<file path="config.mk">
export PLATFORM = sky130hd
export DESIGN_NAME = rx_frontend
export DESIGN_NICKNAME = d
export VERILOG_FILES = /design/src/hdl/rx_frontend_pkg.sv /design/src/hdl/cfo_derotator.sv /design/src/hdl/rx_frontend.sv /design/src/hdl/sample_fifo.sv /design/src/hdl/wb_sample_reader.sv
export SDC_FILE = /design/constraint.sdc
export NUM_CORES = 2
export LEC_CHECK = 0
export BUFFER_PORTS_ARGS = -buffer_cell sky130_fd_sc_hd__buf_2
export CORE_MARGIN = 2
export CORE_UTILIZATION = 35
export DETAILED_ROUTE_END_ITERATION = 10
export HOLD_SLACK_MARGIN = 0.05
export SYNTH_ARGS = -nofsm -noshare
export SYNTH_HDL_FRONTEND = slang
export SYNTH_SLANG_ARGS = --single-unit
</file>
<file path="constraint.sdc">
create_clock -name clk_i -period 11.2 [get_ports clk_i]
set_input_delay 1.12 -clock clk_i [delete_from_list [all_inputs] [get_ports clk_i]]
set_output_delay 1.12 -clock clk_i [all_outputs]
set_load 0.05 [all_outputs]
</file>
<file path="src/hdl/rx_frontend_pkg.sv">
`default_nettype none

package rx_frontend_pkg;

    // ------------------------------------------------------------
    // sample path widths
    // ------------------------------------------------------------
    localparam int IQ_W    = 12;
    localparam int OUT_W   = IQ_W + 1;
    localparam int PHASE_W = 8;
    localparam int ID_W    = 16;

    // cos/sin table, Q1.8
    localparam int TRIG_W     = 10;
    localparam int TRIG_SHIFT = 8;
    localparam logic signed [TRIG_W-1:0] COS_SIN_ONE  = 256;
    // 1/sqrt(2)
    localparam logic signed [TRIG_W-1:0] COS_SIN_DIAG = 181;

    // ------------------------------------------------------------
    // wishbone register map
    // ------------------------------------------------------------
    localparam int WB_ADDR_W = 4;
    localparam int WB_DATA_W = 32;

    localparam logic [WB_ADDR_W-1:0] ADDR_STATUS  = 4'd0;
    localparam logic [WB_ADDR_W-1:0] ADDR_POP     = 4'd1;
    localparam logic [WB_ADDR_W-1:0] ADDR_HEAD_ID = 4'd2;

    // derotated sample as stored in the buffer
    typedef struct packed {
        logic [ID_W-1:0]         sample_id;
        logic signed [OUT_W-1:0] i;
        logic signed [OUT_W-1:0] q;
    } rx_sample_t;

endpackage

`default_nettype wire

</file>
<file path="src/hdl/cfo_derotator.sv">
`timescale 1ns/10ps
`default_nettype none

module cfo_derotator (
    input  wire                                             clk_i,
    input  wire                                             reset_ni,
    input  wire logic signed [rx_frontend_pkg::IQ_W-1:0]    sample_i_i,
    input  wire logic signed [rx_frontend_pkg::IQ_W-1:0]    sample_q_i,
    input  wire                                             sample_valid_i,
    input  wire logic signed [rx_frontend_pkg::PHASE_W-1:0] cfo_inc_i,
    input  wire                                             cfo_valid_i,
    input  wire                                             cfo_manual_i,
    output logic                                            push_o,
    output rx_frontend_pkg::rx_sample_t                     push_data_o
);

    localparam int IQ_W    = rx_frontend_pkg::IQ_W;
    localparam int OUT_W   = rx_frontend_pkg::OUT_W;
    localparam int PHASE_W = rx_frontend_pkg::PHASE_W;
    localparam int ID_W    = rx_frontend_pkg::ID_W;
    localparam int TRIG_W  = rx_frontend_pkg::TRIG_W;
    localparam int PROD_W  = IQ_W + TRIG_W + 1;

    localparam logic signed [TRIG_W-1:0] T_ONE  = rx_frontend_pkg::COS_SIN_ONE;
    localparam logic signed [TRIG_W-1:0] T_DIAG = rx_frontend_pkg::COS_SIN_DIAG;

    logic signed [PHASE_W-1:0] freq_word;
    logic [PHASE_W-1:0]        phase;
    logic [ID_W-1:0]           sample_cnt;

    logic signed [TRIG_W-1:0]  cos_lut;
    logic signed [TRIG_W-1:0]  sin_lut;

    logic                      s1_valid;
    logic signed [IQ_W-1:0]    s1_i;
    logic signed [IQ_W-1:0]    s1_q;
    logic [ID_W-1:0]           s1_id;
    logic signed [TRIG_W-1:0]  s1_cos;
    logic signed [TRIG_W-1:0]  s1_sin;

    logic signed [PROD_W-1:0]  sum_i;
    logic signed [PROD_W-1:0]  sum_q;
    logic signed [PROD_W-1:0]  shift_i;
    logic signed [PROD_W-1:0]  shift_q;

    // ------------------------------------------------------------
    // sample id, frequency word and phase
    // ------------------------------------------------------------
    always_ff @(posedge clk_i) begin
        if (!reset_ni) begin
            freq_word  <= '0;
            phase      <= '0;
            sample_cnt <= '0;
        end else begin
            if (sample_valid_i) begin
                sample_cnt <= sample_cnt + 1'b1;
            end
            if (cfo_manual_i) begin
                freq_word <= '0;
                phase     <= '0;
            end else begin
                // offset updates are relative to the word held so far
                if (cfo_valid_i) begin
                    freq_word <= freq_word - cfo_inc_i;
                end
                if (sample_valid_i) begin
                    phase <= phase + freq_word;
                end
            end
        end
    end

    // eight-point table, one entry per 45 degree octant
    always_comb begin
        case (phase[PHASE_W-1 -: 3])
            3'd0: begin cos_lut = T_ONE;   sin_lut = '0;      end
            3'd1: begin cos_lut = T_DIAG;  sin_lut = T_DIAG;  end
            3'd2: begin cos_lut = '0;      sin_lut = T_ONE;   end
            3'd3: begin cos_lut = -T_DIAG; sin_lut = T_DIAG;  end
            3'd4: begin cos_lut = -T_ONE;  sin_lut = '0;      end
            3'd5: begin cos_lut = -T_DIAG; sin_lut = -T_DIAG; end
            3'd6: begin cos_lut = '0;      sin_lut = -T_ONE;  end
            default: begin cos_lut = T_DIAG; sin_lut = -T_DIAG; end
        endcase
    end

    // ------------------------------------------------------------
    // stage 1: table lookup
    // ------------------------------------------------------------
    always_ff @(posedge clk_i) begin
        if (!reset_ni) begin
            s1_valid <= 1'b0;
        end else begin
            s1_valid <= sample_valid_i;
        end
    end

    always_ff @(posedge clk_i) begin
        if (sample_valid_i) begin
            s1_i   <= sample_i_i;
            s1_q   <= sample_q_i;
            s1_id  <= sample_cnt;
            s1_cos <= cos_lut;
            s1_sin <= sin_lut;
        end
    end

    // ------------------------------------------------------------
    // stage 2: complex multiply by the conjugate
    // ------------------------------------------------------------
    always_comb begin
        sum_i   = s1_i * s1_cos + s1_q * s1_sin;
        sum_q   = s1_q * s1_cos - s1_i * s1_sin;
        // floor rounding
        shift_i = sum_i >>> rx_frontend_pkg::TRIG_SHIFT;
        shift_q = sum_q >>> rx_frontend_pkg::TRIG_SHIFT;
    end

    always_ff @(posedge clk_i) begin
        if (!reset_ni) begin
            push_o <= 1'b0;
        end else begin
            push_o <= s1_valid;
        end
    end

    always_ff @(posedge clk_i) begin
        if (s1_valid) begin
            push_data_o.sample_id <= s1_id;
            push_data_o.i         <= shift_i[OUT_W-1:0];
            push_data_o.q         <= shift_q[OUT_W-1:0];
        end
    end

endmodule

`default_nettype wire

</file>
<file path="src/hdl/rx_frontend.sv">
`timescale 1ns/10ps
`default_nettype none

module rx_frontend #(
    parameter int FIFO_DEPTH = 16
) (
    input  wire                                             clk_i,
    input  wire                                             reset_ni,
    input  wire logic signed [rx_frontend_pkg::IQ_W-1:0]    sample_i_i,
    input  wire logic signed [rx_frontend_pkg::IQ_W-1:0]    sample_q_i,
    input  wire                                             sample_valid_i,
    input  wire logic signed [rx_frontend_pkg::PHASE_W-1:0] cfo_inc_i,
    input  wire                                             cfo_valid_i,
    input  wire                                             cfo_manual_i,
    input  wire                                             wb_cyc_i,
    input  wire                                             wb_stb_i,
    input  wire                                             wb_we_i,
    input  wire [rx_frontend_pkg::WB_ADDR_W-1:0]            wb_adr_i,
    input  wire [rx_frontend_pkg::WB_DATA_W-1:0]            wb_dat_i,
    output wire [rx_frontend_pkg::WB_DATA_W-1:0]            wb_dat_o,
    output wire                                             wb_ack_o
);

    localparam int LVL_W = $clog2(FIFO_DEPTH + 1);

    wire                              push;
    rx_frontend_pkg::rx_sample_t      push_data;
    rx_frontend_pkg::rx_sample_t      head;
    wire                              empty;
    wire                              full;
    wire [LVL_W-1:0]                  level;
    wire                              dropped;
    wire                              pop;

    // ------------------------------------------------------------
    // producer, buffer, host side
    // ------------------------------------------------------------
    cfo_derotator derotator_i (
        .clk_i          (clk_i),
        .reset_ni       (reset_ni),
        .sample_i_i     (sample_i_i),
        .sample_q_i     (sample_q_i),
        .sample_valid_i (sample_valid_i),
        .cfo_inc_i      (cfo_inc_i),
        .cfo_valid_i    (cfo_valid_i),
        .cfo_manual_i   (cfo_manual_i),
        .push_o         (push),
        .push_data_o    (push_data)
    );

    sample_fifo #(
        .payload_t (rx_frontend_pkg::rx_sample_t),
        .DEPTH     (FIFO_DEPTH)
    ) fifo_i (
        .clk_i       (clk_i),
        .reset_ni    (reset_ni),
        .push_i      (push),
        .push_data_i (push_data),
        .pop_i       (pop),
        .head_o      (head),
        .empty_o     (empty),
        .full_o      (full),
        .level_o     (level),
        .dropped_o   (dropped)
    );

    wb_sample_reader #(
        .FIFO_DEPTH (FIFO_DEPTH)
    ) reader_i (
        .clk_i     (clk_i),
        .reset_ni  (reset_ni),
        .wb_cyc_i  (wb_cyc_i),
        .wb_stb_i  (wb_stb_i),
        .wb_we_i   (wb_we_i),
        .wb_adr_i  (wb_adr_i),
        .wb_dat_i  (wb_dat_i),
        .head_i    (head),
        .empty_i   (empty),
        .full_i    (full),
        .level_i   (level),
        .dropped_i (dropped),
        .wb_dat_o  (wb_dat_o),
        .wb_ack_o  (wb_ack_o),
        .pop_o     (pop)
    );

endmodule

`default_nettype wire

</file>
<file path="src/hdl/sample_fifo.sv">
`timescale 1ns/10ps
`default_nettype none

module sample_fifo #(
    parameter type payload_t = logic [7:0],
    parameter int DEPTH = 16,
    localparam int PTR_W = (DEPTH > 1) ? $clog2(DEPTH) : 1,
    localparam int LVL_W = $clog2(DEPTH + 1)
) (
    input  wire                 clk_i,
    input  wire                 reset_ni,
    input  wire                 push_i,
    input  wire payload_t       push_data_i,
    input  wire                 pop_i,
    output payload_t            head_o,
    output logic                empty_o,
    output logic                full_o,
    output logic [LVL_W-1:0]    level_o,
    output logic                dropped_o
);

    localparam logic [PTR_W-1:0] LAST_PTR = PTR_W'(DEPTH - 1);
    localparam logic [LVL_W-1:0] FULL_LVL = LVL_W'(DEPTH);

    payload_t          mem [DEPTH];
    logic [PTR_W-1:0]  wr_ptr;
    logic [PTR_W-1:0]  rd_ptr;
    logic [LVL_W-1:0]  level;
    logic              push_ok;
    logic              pop_ok;

    function automatic logic [PTR_W-1:0] next_ptr(input logic [PTR_W-1:0] ptr);
        next_ptr = (ptr == LAST_PTR) ? '0 : ptr + 1'b1;
    endfunction

    // full drops the push, empty ignores the pop
    assign push_ok = push_i && !full_o;
    assign pop_ok  = pop_i && !empty_o;

    always_ff @(posedge clk_i) begin
        if (push_ok) begin
            mem[wr_ptr] <= push_data_i;
        end
    end

    always_ff @(posedge clk_i) begin
        if (!reset_ni) begin
            wr_ptr    <= '0;
            rd_ptr    <= '0;
            level     <= '0;
            dropped_o <= 1'b0;
        end else begin
            dropped_o <= push_i && full_o;
            if (push_ok) begin
                wr_ptr <= next_ptr(wr_ptr);
            end
            if (pop_ok) begin
                rd_ptr <= next_ptr(rd_ptr);
            end
            case ({push_ok, pop_ok})
                2'b10:   level <= level + 1'b1;
                2'b01:   level <= level - 1'b1;
                default: level <= level;
            endcase
        end
    end

    assign head_o  = mem[rd_ptr];
    assign empty_o = (level == '0);
    assign full_o  = (level == FULL_LVL);
    assign level_o = level;

endmodule

`default_nettype wire

</file>
<file path="src/hdl/wb_sample_reader.sv">
`timescale 1ns/10ps
`default_nettype none

module wb_sample_reader #(
    parameter int FIFO_DEPTH = 16,
    localparam int LVL_W = $clog2(FIFO_DEPTH + 1)
) (
    input  wire                                       clk_i,
    input  wire                                       reset_ni,
    input  wire                                       wb_cyc_i,
    input  wire                                       wb_stb_i,
    input  wire                                       wb_we_i,
    input  wire [rx_frontend_pkg::WB_ADDR_W-1:0]      wb_adr_i,
    input  wire [rx_frontend_pkg::WB_DATA_W-1:0]      wb_dat_i,
    input  wire rx_frontend_pkg::rx_sample_t          head_i,
    input  wire                                       empty_i,
    input  wire                                       full_i,
    input  wire [LVL_W-1:0]                           level_i,
    input  wire                                       dropped_i,
    output logic [rx_frontend_pkg::WB_DATA_W-1:0]     wb_dat_o,
    output logic                                      wb_ack_o,
    output logic                                      pop_o
);

    localparam int DATA_W = rx_frontend_pkg::WB_DATA_W;
    localparam int ID_W   = rx_frontend_pkg::ID_W;

    logic                     req;
    logic                     sel_status;
    logic                     sel_pop;
    logic                     sel_head;
    logic                     overflow;
    logic                     clear_ovf;
    logic signed [15:0]       i_ext;
    logic signed [15:0]       q_ext;
    logic [DATA_W-1:0]        status_word;
    logic [DATA_W-1:0]        pop_word;
    logic [DATA_W-1:0]        id_word;
    logic [DATA_W-1:0]        rd_data;

    // new request only, the held stb during ack is not a second one
    assign req        = wb_cyc_i && wb_stb_i && !wb_ack_o;
    assign sel_status = (wb_adr_i == rx_frontend_pkg::ADDR_STATUS);
    assign sel_pop    = (wb_adr_i == rx_frontend_pkg::ADDR_POP);
    assign sel_head   = (wb_adr_i == rx_frontend_pkg::ADDR_HEAD_ID);
    assign clear_ovf  = req && wb_we_i && sel_status;

    // ------------------------------------------------------------
    // read data
    // ------------------------------------------------------------
    always_comb begin
        i_ext = head_i.i;
        q_ext = head_i.q;

        status_word             = '0;
        status_word[0]          = empty_i;
        status_word[1]          = full_i;
        status_word[2]          = overflow;
        status_word[8 +: LVL_W] = level_i;

        // nothing to pop reads as zero
        pop_word = empty_i ? '0 : {q_ext, i_ext};

        id_word             = '0;
        id_word[ID_W-1:0]   = head_i.sample_id;

        if (sel_status) begin
            rd_data = status_word;
        end else if (sel_pop) begin
            rd_data = pop_word;
        end else if (sel_head) begin
            rd_data = id_word;
        end else begin
            rd_data = '0;
        end
    end

    always_ff @(posedge clk_i) begin
        if (req) begin
            wb_dat_o <= wb_we_i ? '0 : rd_data;
        end
    end

    // ------------------------------------------------------------
    // handshake, pop and sticky overflow
    // ------------------------------------------------------------
    always_ff @(posedge clk_i) begin
        if (!reset_ni) begin
            wb_ack_o <= 1'b0;
            pop_o    <= 1'b0;
            overflow <= 1'b0;
        end else begin
            wb_ack_o <= req;
            // pop lands with ack, head held until then
            pop_o    <= req && !wb_we_i && sel_pop && !empty_i;
            if (clear_ovf) begin
                overflow <= 1'b0;
            end else if (dropped_i) begin
                overflow <= 1'b1;
            end
        end
    end

endmodule

`default_nettype wire

</file>
Yosys cells after proc, flatten, opt, wreduce, memory -nomap -nowiden
Memory sizes are Yosys's and may differ from the RTL's. A register that Yosys moved wholly into a read port is not among the register bits.
Index checks and enable logic that the tools add are counted.
{"block": "word_totals", "ff_bits": 185, "ramBits": 672, "input_bits": 76, "output_inout_bits": 33, "word_cells": 88, "memories": 1}
{"block": "classes", "add_sub_neg": 9, "n_mul": 4, "eq_ne": 13, "muxes": 13, "n_bitwise": 1, "n_reduce_logical": 25}
{"memory": "fifo_i.mem", "words": 16, "width": 42, "rd": 1, "rd_ports_with_merged_regs": 1, "wr": 1, "line": "sample_fifo.sv:25", "text": "payload_t mem [DEPTH];"}
{"cell": "$mul A12 B10 Y21", "count": 4}
{"cell": "$pmux W10 S4", "count": 2}
{"cell": "$mux W32", "count": 2}
{"cell": "$add A21 B21 Y21", "count": 1}
{"cell": "$sub A21 B21 Y21", "count": 1}
{"cell": "$add A16 B1 Y16 const B", "count": 1}
{"cell": "$mux W16", "count": 1}
{"cell": "$mux W4", "count": 4}
{"cell": "$reduce_or A2 Y1", "count": 7}
{"cell": "$mux W13", "count": 1}
{"cell": "$logic_and A1 B1 Y1", "count": 10}
{"cell": "$pmux W5 S2", "count": 1}
{"cell": "$eq A3 B3 Y1 const B", "count": 3}
{"cell": "$add A4 B1 Y4 const B", "count": 2}
{"cell": "$add A8 B8 Y8", "count": 1}
{"cell": "$eq A4 B4 Y1 const B", "count": 2}
{"cell": "$sub A8 B8 Y8", "count": 1}
{"cell": "$eq A3 B2 Y1 const B", "count": 2}
{"cell": "$add A5 B1 Y5 const B", "count": 1}
{"cell": "$eq A5 B5 Y1 const B", "count": 1}
{"cell": "$logic_not A5 Y1", "count": 1}
{"cell": "$sub A5 B1 Y5 const B", "count": 1}
{"cell": "$eq A4 B1 Y1 const B", "count": 1}
{"cell": "$eq A4 B2 Y1 const B", "count": 1}
{"cell": "9 further kinds", "count": 13}

Depth between registers and ports, before layout
{"block": "depth", "depth_word": 5, "depth_mapped": 26, "ltp_nobuf": 24}

Modules after synthesis
From an unflattened synthesis, not the netlist that was laid out.
{"block": "unflattened", "cells_unflattened": 3081, "area_unflattened_um2": 47887.2}
{"module": "sample_fifo", "n_inst": 1, "cells_per_inst": 1050, "area_each_um2": 26241.4, "seq_area_each_um2": 20539.7}
{"module": "cfo_derotator", "n_inst": 1, "cells_per_inst": 1922, "area_each_um2": 20206.9, "seq_area_each_um2": 3443.3}
{"module": "wb_sample_reader", "n_inst": 1, "cells_per_inst": 109, "area_each_um2": 1438.9, "seq_area_each_um2": 930.9}

Least setup slack after synthesis
Ideal clock, no wire load.
{"block": "synth_path", "path_type": "reg2reg", "start": "reg derotator_i.s1_cos[7]", "end": "reg derotator_i.push_data_o[10] (netlist bit), data pin", "setup_time_ns": 0.262, "arrival_time_ns": 6.535, "required_ns": 10.938, "path_slack_ns": 4.403, "stages_incl_launch_ff": 23, "n_path_buf": 2, "synth_period_minus_slack_ns": 6.797, "path_cell_list": "edfxtp_1 clkbuf_1 clkbuf_1 nand2_1 fa_1 fa_1 fa_1 inv_1 fa_1 inv_1 fa_1 fa_1 fa_1 inv_1 ha_1 and3_4 and3_4 a2111oi_4 a21oi_2 and2_4 a311oi_4 a21oi_1 xor2_1"}
{"block": "synth_between", "elab_chain_cells": 2}
{"element": "start: declaration", "line": "cfo_derotator.sv:38", "text": "logic signed [TRIG_W-1:0] s1_cos;"}
{"element": "start signal: assignment", "line": "cfo_derotator.sv:103", "text": "s1_cos <= cos_lut;"}
{"element": "$mul A12 B10 Y21", "line": "cfo_derotator.sv:113", "text": "sum_q = s1_q * s1_cos - s1_i * s1_sin;"}
{"element": "$sub A21 B21 Y21", "line": "cfo_derotator.sv:113"}
{"element": "net derotator_i.sum_q[18]", "line": "cfo_derotator.sv:42", "text": "logic signed [PROD_W-1:0] sum_q;"}
{"element": "end: declaration", "line": "cfo_derotator.sv:14", "text": "output rx_frontend_pkg::rx_sample_t push_data_o"}
The timed path passes the listed nets, and every way through them passes these cells.
A chain may end at the register's enable or synchronous reset.

Worst setup path in the final report
{"block": "layout_path", "start": "reg derotator_i.s1_sin[7]", "end": "reg derotator_i.push_data_o[25] (netlist bit), data pin"}
{"block": "layout_between", "elab_chain_cells": 2}
{"element": "start: declaration", "line": "cfo_derotator.sv:39", "text": "logic signed [TRIG_W-1:0] s1_sin;"}
{"element": "start signal: assignment", "line": "cfo_derotator.sv:104", "text": "s1_sin <= sin_lut;"}
{"element": "$mul A12 B10 Y21", "line": "cfo_derotator.sv:112", "text": "sum_i = s1_i * s1_cos + s1_q * s1_sin;"}
{"element": "$add A21 B21 Y21", "line": "cfo_derotator.sv:112"}
{"element": "net derotator_i.sum_i[20]", "line": "cfo_derotator.sv:41", "text": "logic signed [PROD_W-1:0] sum_i;"}
The timed path passes the listed nets, and every way through them passes these cells.

==> impl_results.md <==
* CTS H-tree lvls at 3
* Final setup vio count at 0
* CTS buffer count at 88
* Root buffer cell: clkbuf_16
* Die area at 140000 µm²
* Via count at 24.5k
* Crit Path Max Fanout at 25
* Delay-heaviest family, CP: adder cells
* Maxcap violations at 0
* Pin count of the biggest net entering global routing at 114
* Vias in the first global route at 26.2k
* Wire per inst at 20.2 µm
* Clock sinks at 848
* Skew final at 0.0292 ns
* CP max stage cell: edfxtp_1
* Post-CTS Setup Bufs at 0
* Clock transition at the registers of the reported paths at 0.06 ns
* Post-synthesis cell type count at 55
* Top_reg_cell synth: edfxtp_1
* P_leak at 20.5 nW
* Via density at 4.79
* DP Worst Slack at 3.65 ns
* Initial DRC count at 1763
* Setup_tns at 0 ns
* Buf/Inv on CP at 4
* Synth Cell Area at 48100 µm²
* Pwr dens at 305 nW/µm²
* Detailed Route WL at 103000 µm
* CP startpoint: derotator_i.s1_sin[7]
* Hold Vio Cnt, Final at 0
* # rows at 135
* RSZ-0062 raised after global routing: no
* Min Tclk post-route at 7.56 ns
* Crit path launch type: flip-flop
* ANT nets after route at 0
* Data arrival time of the worst path at 8.00 ns
* Post-synth ARST share at 0%
* CTS Buffer Depth at 3
* Routability cong. at 0.806
* Placed Cells at 4952
* Final-report max-slew violation count at 0
* Area Growth Syn to Fin at 11.1%
* Yosys warnings at 0
* Most frequent cell on the critical path: fa_1
* First-pass GRT wire length at 160000 µm
* Drt pass-1 iters at 5
* Setup crit end kind: flip-flop
* CTS tree: yes
* Synth Instances at 3185
* Critical hold path startpoint: derotator_i.s1_id[5]
* EDFF count, synth at 793
* Seq/Total Area, Yosys at 51.8%
* Residual DRC at 0
* Fill cells at 12.6k
* Slew Limit Headroom at 31.0%
* Die H at 375 µm
* Gr usage total at 15.1%
* Hold buffer count at cts at 0
* Max Freq at 0.132 GHz
* Worst skew pair latency at 0.68 ns
* Worst slew pin tran at 1.03 ns
* Fin nets at 3967
* Hold Crit Class: flip-flop to flip-flop
* DP HPWL at 66300 µm
* Slack of the critical path at 3.64 ns
* Initial antenna violation count at 2
* Status: finished clean
* Non-filler cells, final at 5117
* IO Count at 109
* Number of buffers added on ports at 76
* Core Util, Final at 39.3%
* Peak supply drop at 0.785 mV
* Post-cts repair resize count at 0
* Share of cells above drive strength 1 at 14.2%
* Syn Area/Cell at 15.1 µm²
* Critical Path RT at 11.63 ns
* Final Cycle Share at 67.5%
* Crit path largest cell delay at 0.97 ns
* Initial Util at 35.4%
* RR Startpoint: derotator_i.s1_sin[7]
* WS Path Type: flip-flop to flip-flop
* Synthesized Nets at 3891
* Total core area at 136000 µm²
* Die W at 375 µm
* Worst path cell trace: and2_1, inv_1, fa_1, inv_1, fa_1, fa_1, fa_1, fa_1, fa_1, inv_1, fa_1, inv_1, ha_1, nor2b_1, o21ai_0, o21ai_0, or2_2, o41ai_2, o21ai_0, xnor2_1
* Final global-route overflow total at 0
* Synth Register Bits at 848
## layout make-up
cell class                 instances  area [µm²]  share of cell area (%)
timing repair buffer             111         656                    1.23
inverter                         606        2270                    4.26
antenna                            1        2.50                 0.00469
sequential                       848       24900                    46.7
clock buffer                     106        2300                    4.31
multi-input combinational       1606       20500                    38.3
clock inverter                    58         553                    1.04
tap                             1781        2230                    4.17
## sequential cells by signal, indices dropped and copies added, names as in the netlist, named ones only
signal	count
fifo_i.mem	672
derotator_i.push_data_o	42
reader_i.wb_dat_o	29
derotator_i.s1_id	16
derotator_i.sample_cnt	16
derotator_i.s1_i	12
derotator_i.s1_q	12
derotator_i.freq_word	8
derotator_i.phase	8
derotator_i.s1_cos	5
derotator_i.s1_sin	5
fifo_i.level_o	5
fifo_i.rd_ptr	4
fifo_i.wr_ptr	4
derotator_i.push_o	1
derotator_i.s1_valid	1
fifo_i.dropped_o	1
reader_i.overflow	1
reader_i.pop_o	1
reader_i.wb_ack_o	1
## Yosys cell counts (5+ instances only)
master,instances,area [µm²]
clkbuf_1,83,312
and2_1,122,763
o21a_1,6,45.0
buf_1,8,30.0
fa_1,450,9010
buf_4,8,60.1
nor2b_1,61,382
nand2_1,141,529
a211oi_1,35,263
nor3_1,13,65.1
a21o_1,14,105
mux2i_1,42,420
xor2_1,13,114
a21oi_1,43,215
buf_2,23,115
o21ai_0,32,160
mux4_2,184,4140
xnor2_1,80,701
nor2_1,77,289
nand3_1,12,60.1
mux2_2,14,158
inv_1,606,2270
dfxtp_1,55,1100
ha_1,180,2250
a31oi_1,5,31.3
edfxtp_1,793,23800
nand2b_1,26,163
o22ai_1,5,31.3
## final timing paths
path | slack, ns | end | depth (start not counted)
max | 3.64 | derotator_i.push_data_o[25] | 20
min | 0.42 | derotator_i.push_data_o[31] | 0
max reg2reg | 3.64 | derotator_i.push_data_o[25] | 20
min reg2reg | 0.42 | derotator_i.push_data_o[31] | 0
## worst reg2reg max path: stages, from the launching register on
cell and delay (ns):
edfxtp_1 0.97, and2_1 0.51, inv_1 0.23, fa_1 0.52
inv_1 0.05, fa_1 0.48, fa_1 0.58, fa_1 0.44
fa_1 0.46, fa_1 0.51, inv_1 0.06, fa_1 0.47
inv_1 0.04, ha_1 0.33, nor2b_1 0.15, o21ai_0 0.15
o21ai_0 0.13, or2_2 0.34, o41ai_2 0.34, o21ai_0 0.21
xnor2_1 0.37
## layer usage
layer | global-route usage (%) | part of all wire (%) | vias up
li1 | - | - | 11000
met1 | 20.7 | 44 | 12800
met2 | 25.2 | 49 | 515
met3 | 2.68 | 4.7 | 126
met4 | 3.37 | 1.9 | 2
met5 | 0 | 0.011 | -
## kinds of logic (layout without fill, tap and decap cells)
family,count (synthesis),in the layout,share of synthesized area [%]
muxes,240,240,9.82
AOI/OAI and AO/OA,165,165,2.30
buffers and inverters,731,881,5.84
and+or+nand+nor,478,478,5.08
xor gates and xnor gates,93,93,1.69
other,0,1,0
DFF,848,848,51.8
adders and majority gates,630,630,23.4
## cell usage in the layout, fill, tap and decap left out, types with 32 or more instances in the layout
| master | n |
|---|---|
| a211oi_1 | 35 |
| a21oi_1 | 43 |
| and2_1 | 122 |
| buf_2 | 76 |
| buf_4 | 34 |
| clkbuf_16 | 89 |
| dfxtp_1 | 50 |
| edfxtp_1 | 793 |
| fa_1 | 450 |
| ha_1 | 180 |
| inv_1 | 606 |
| mux2i_1 | 42 |
| mux4_2 | 184 |
| nand2_1 | 141 |
| nor2_1 | 64 |
| nor2b_1 | 61 |
| o21ai_0 | 32 |
| xnor2_1 | 80 |
## per-stage QoR
stage	total power, mW	cell area, µm²	hold WS (ns)
2_1_floorplan	11.0	48100	0.400
3_3_place_gp	13.4	50600	0.401
6_report	16.3	53400	0.417
5_1_grt	17.8	53400	0.425
4_1_cts	16.5	53400	0.418
3_5_place_dp	13.5	50600	0.405
## report_power, final
part | switching, mW | leakage, nW | internal [mW]
Sequential | 0.267 | 7.69 | 4.23
Combinational | 5.21 | 11.4 | 3.71
Clock | 1.23 | 1.40 | 1.64
Power figures use the tool's default switching activity.
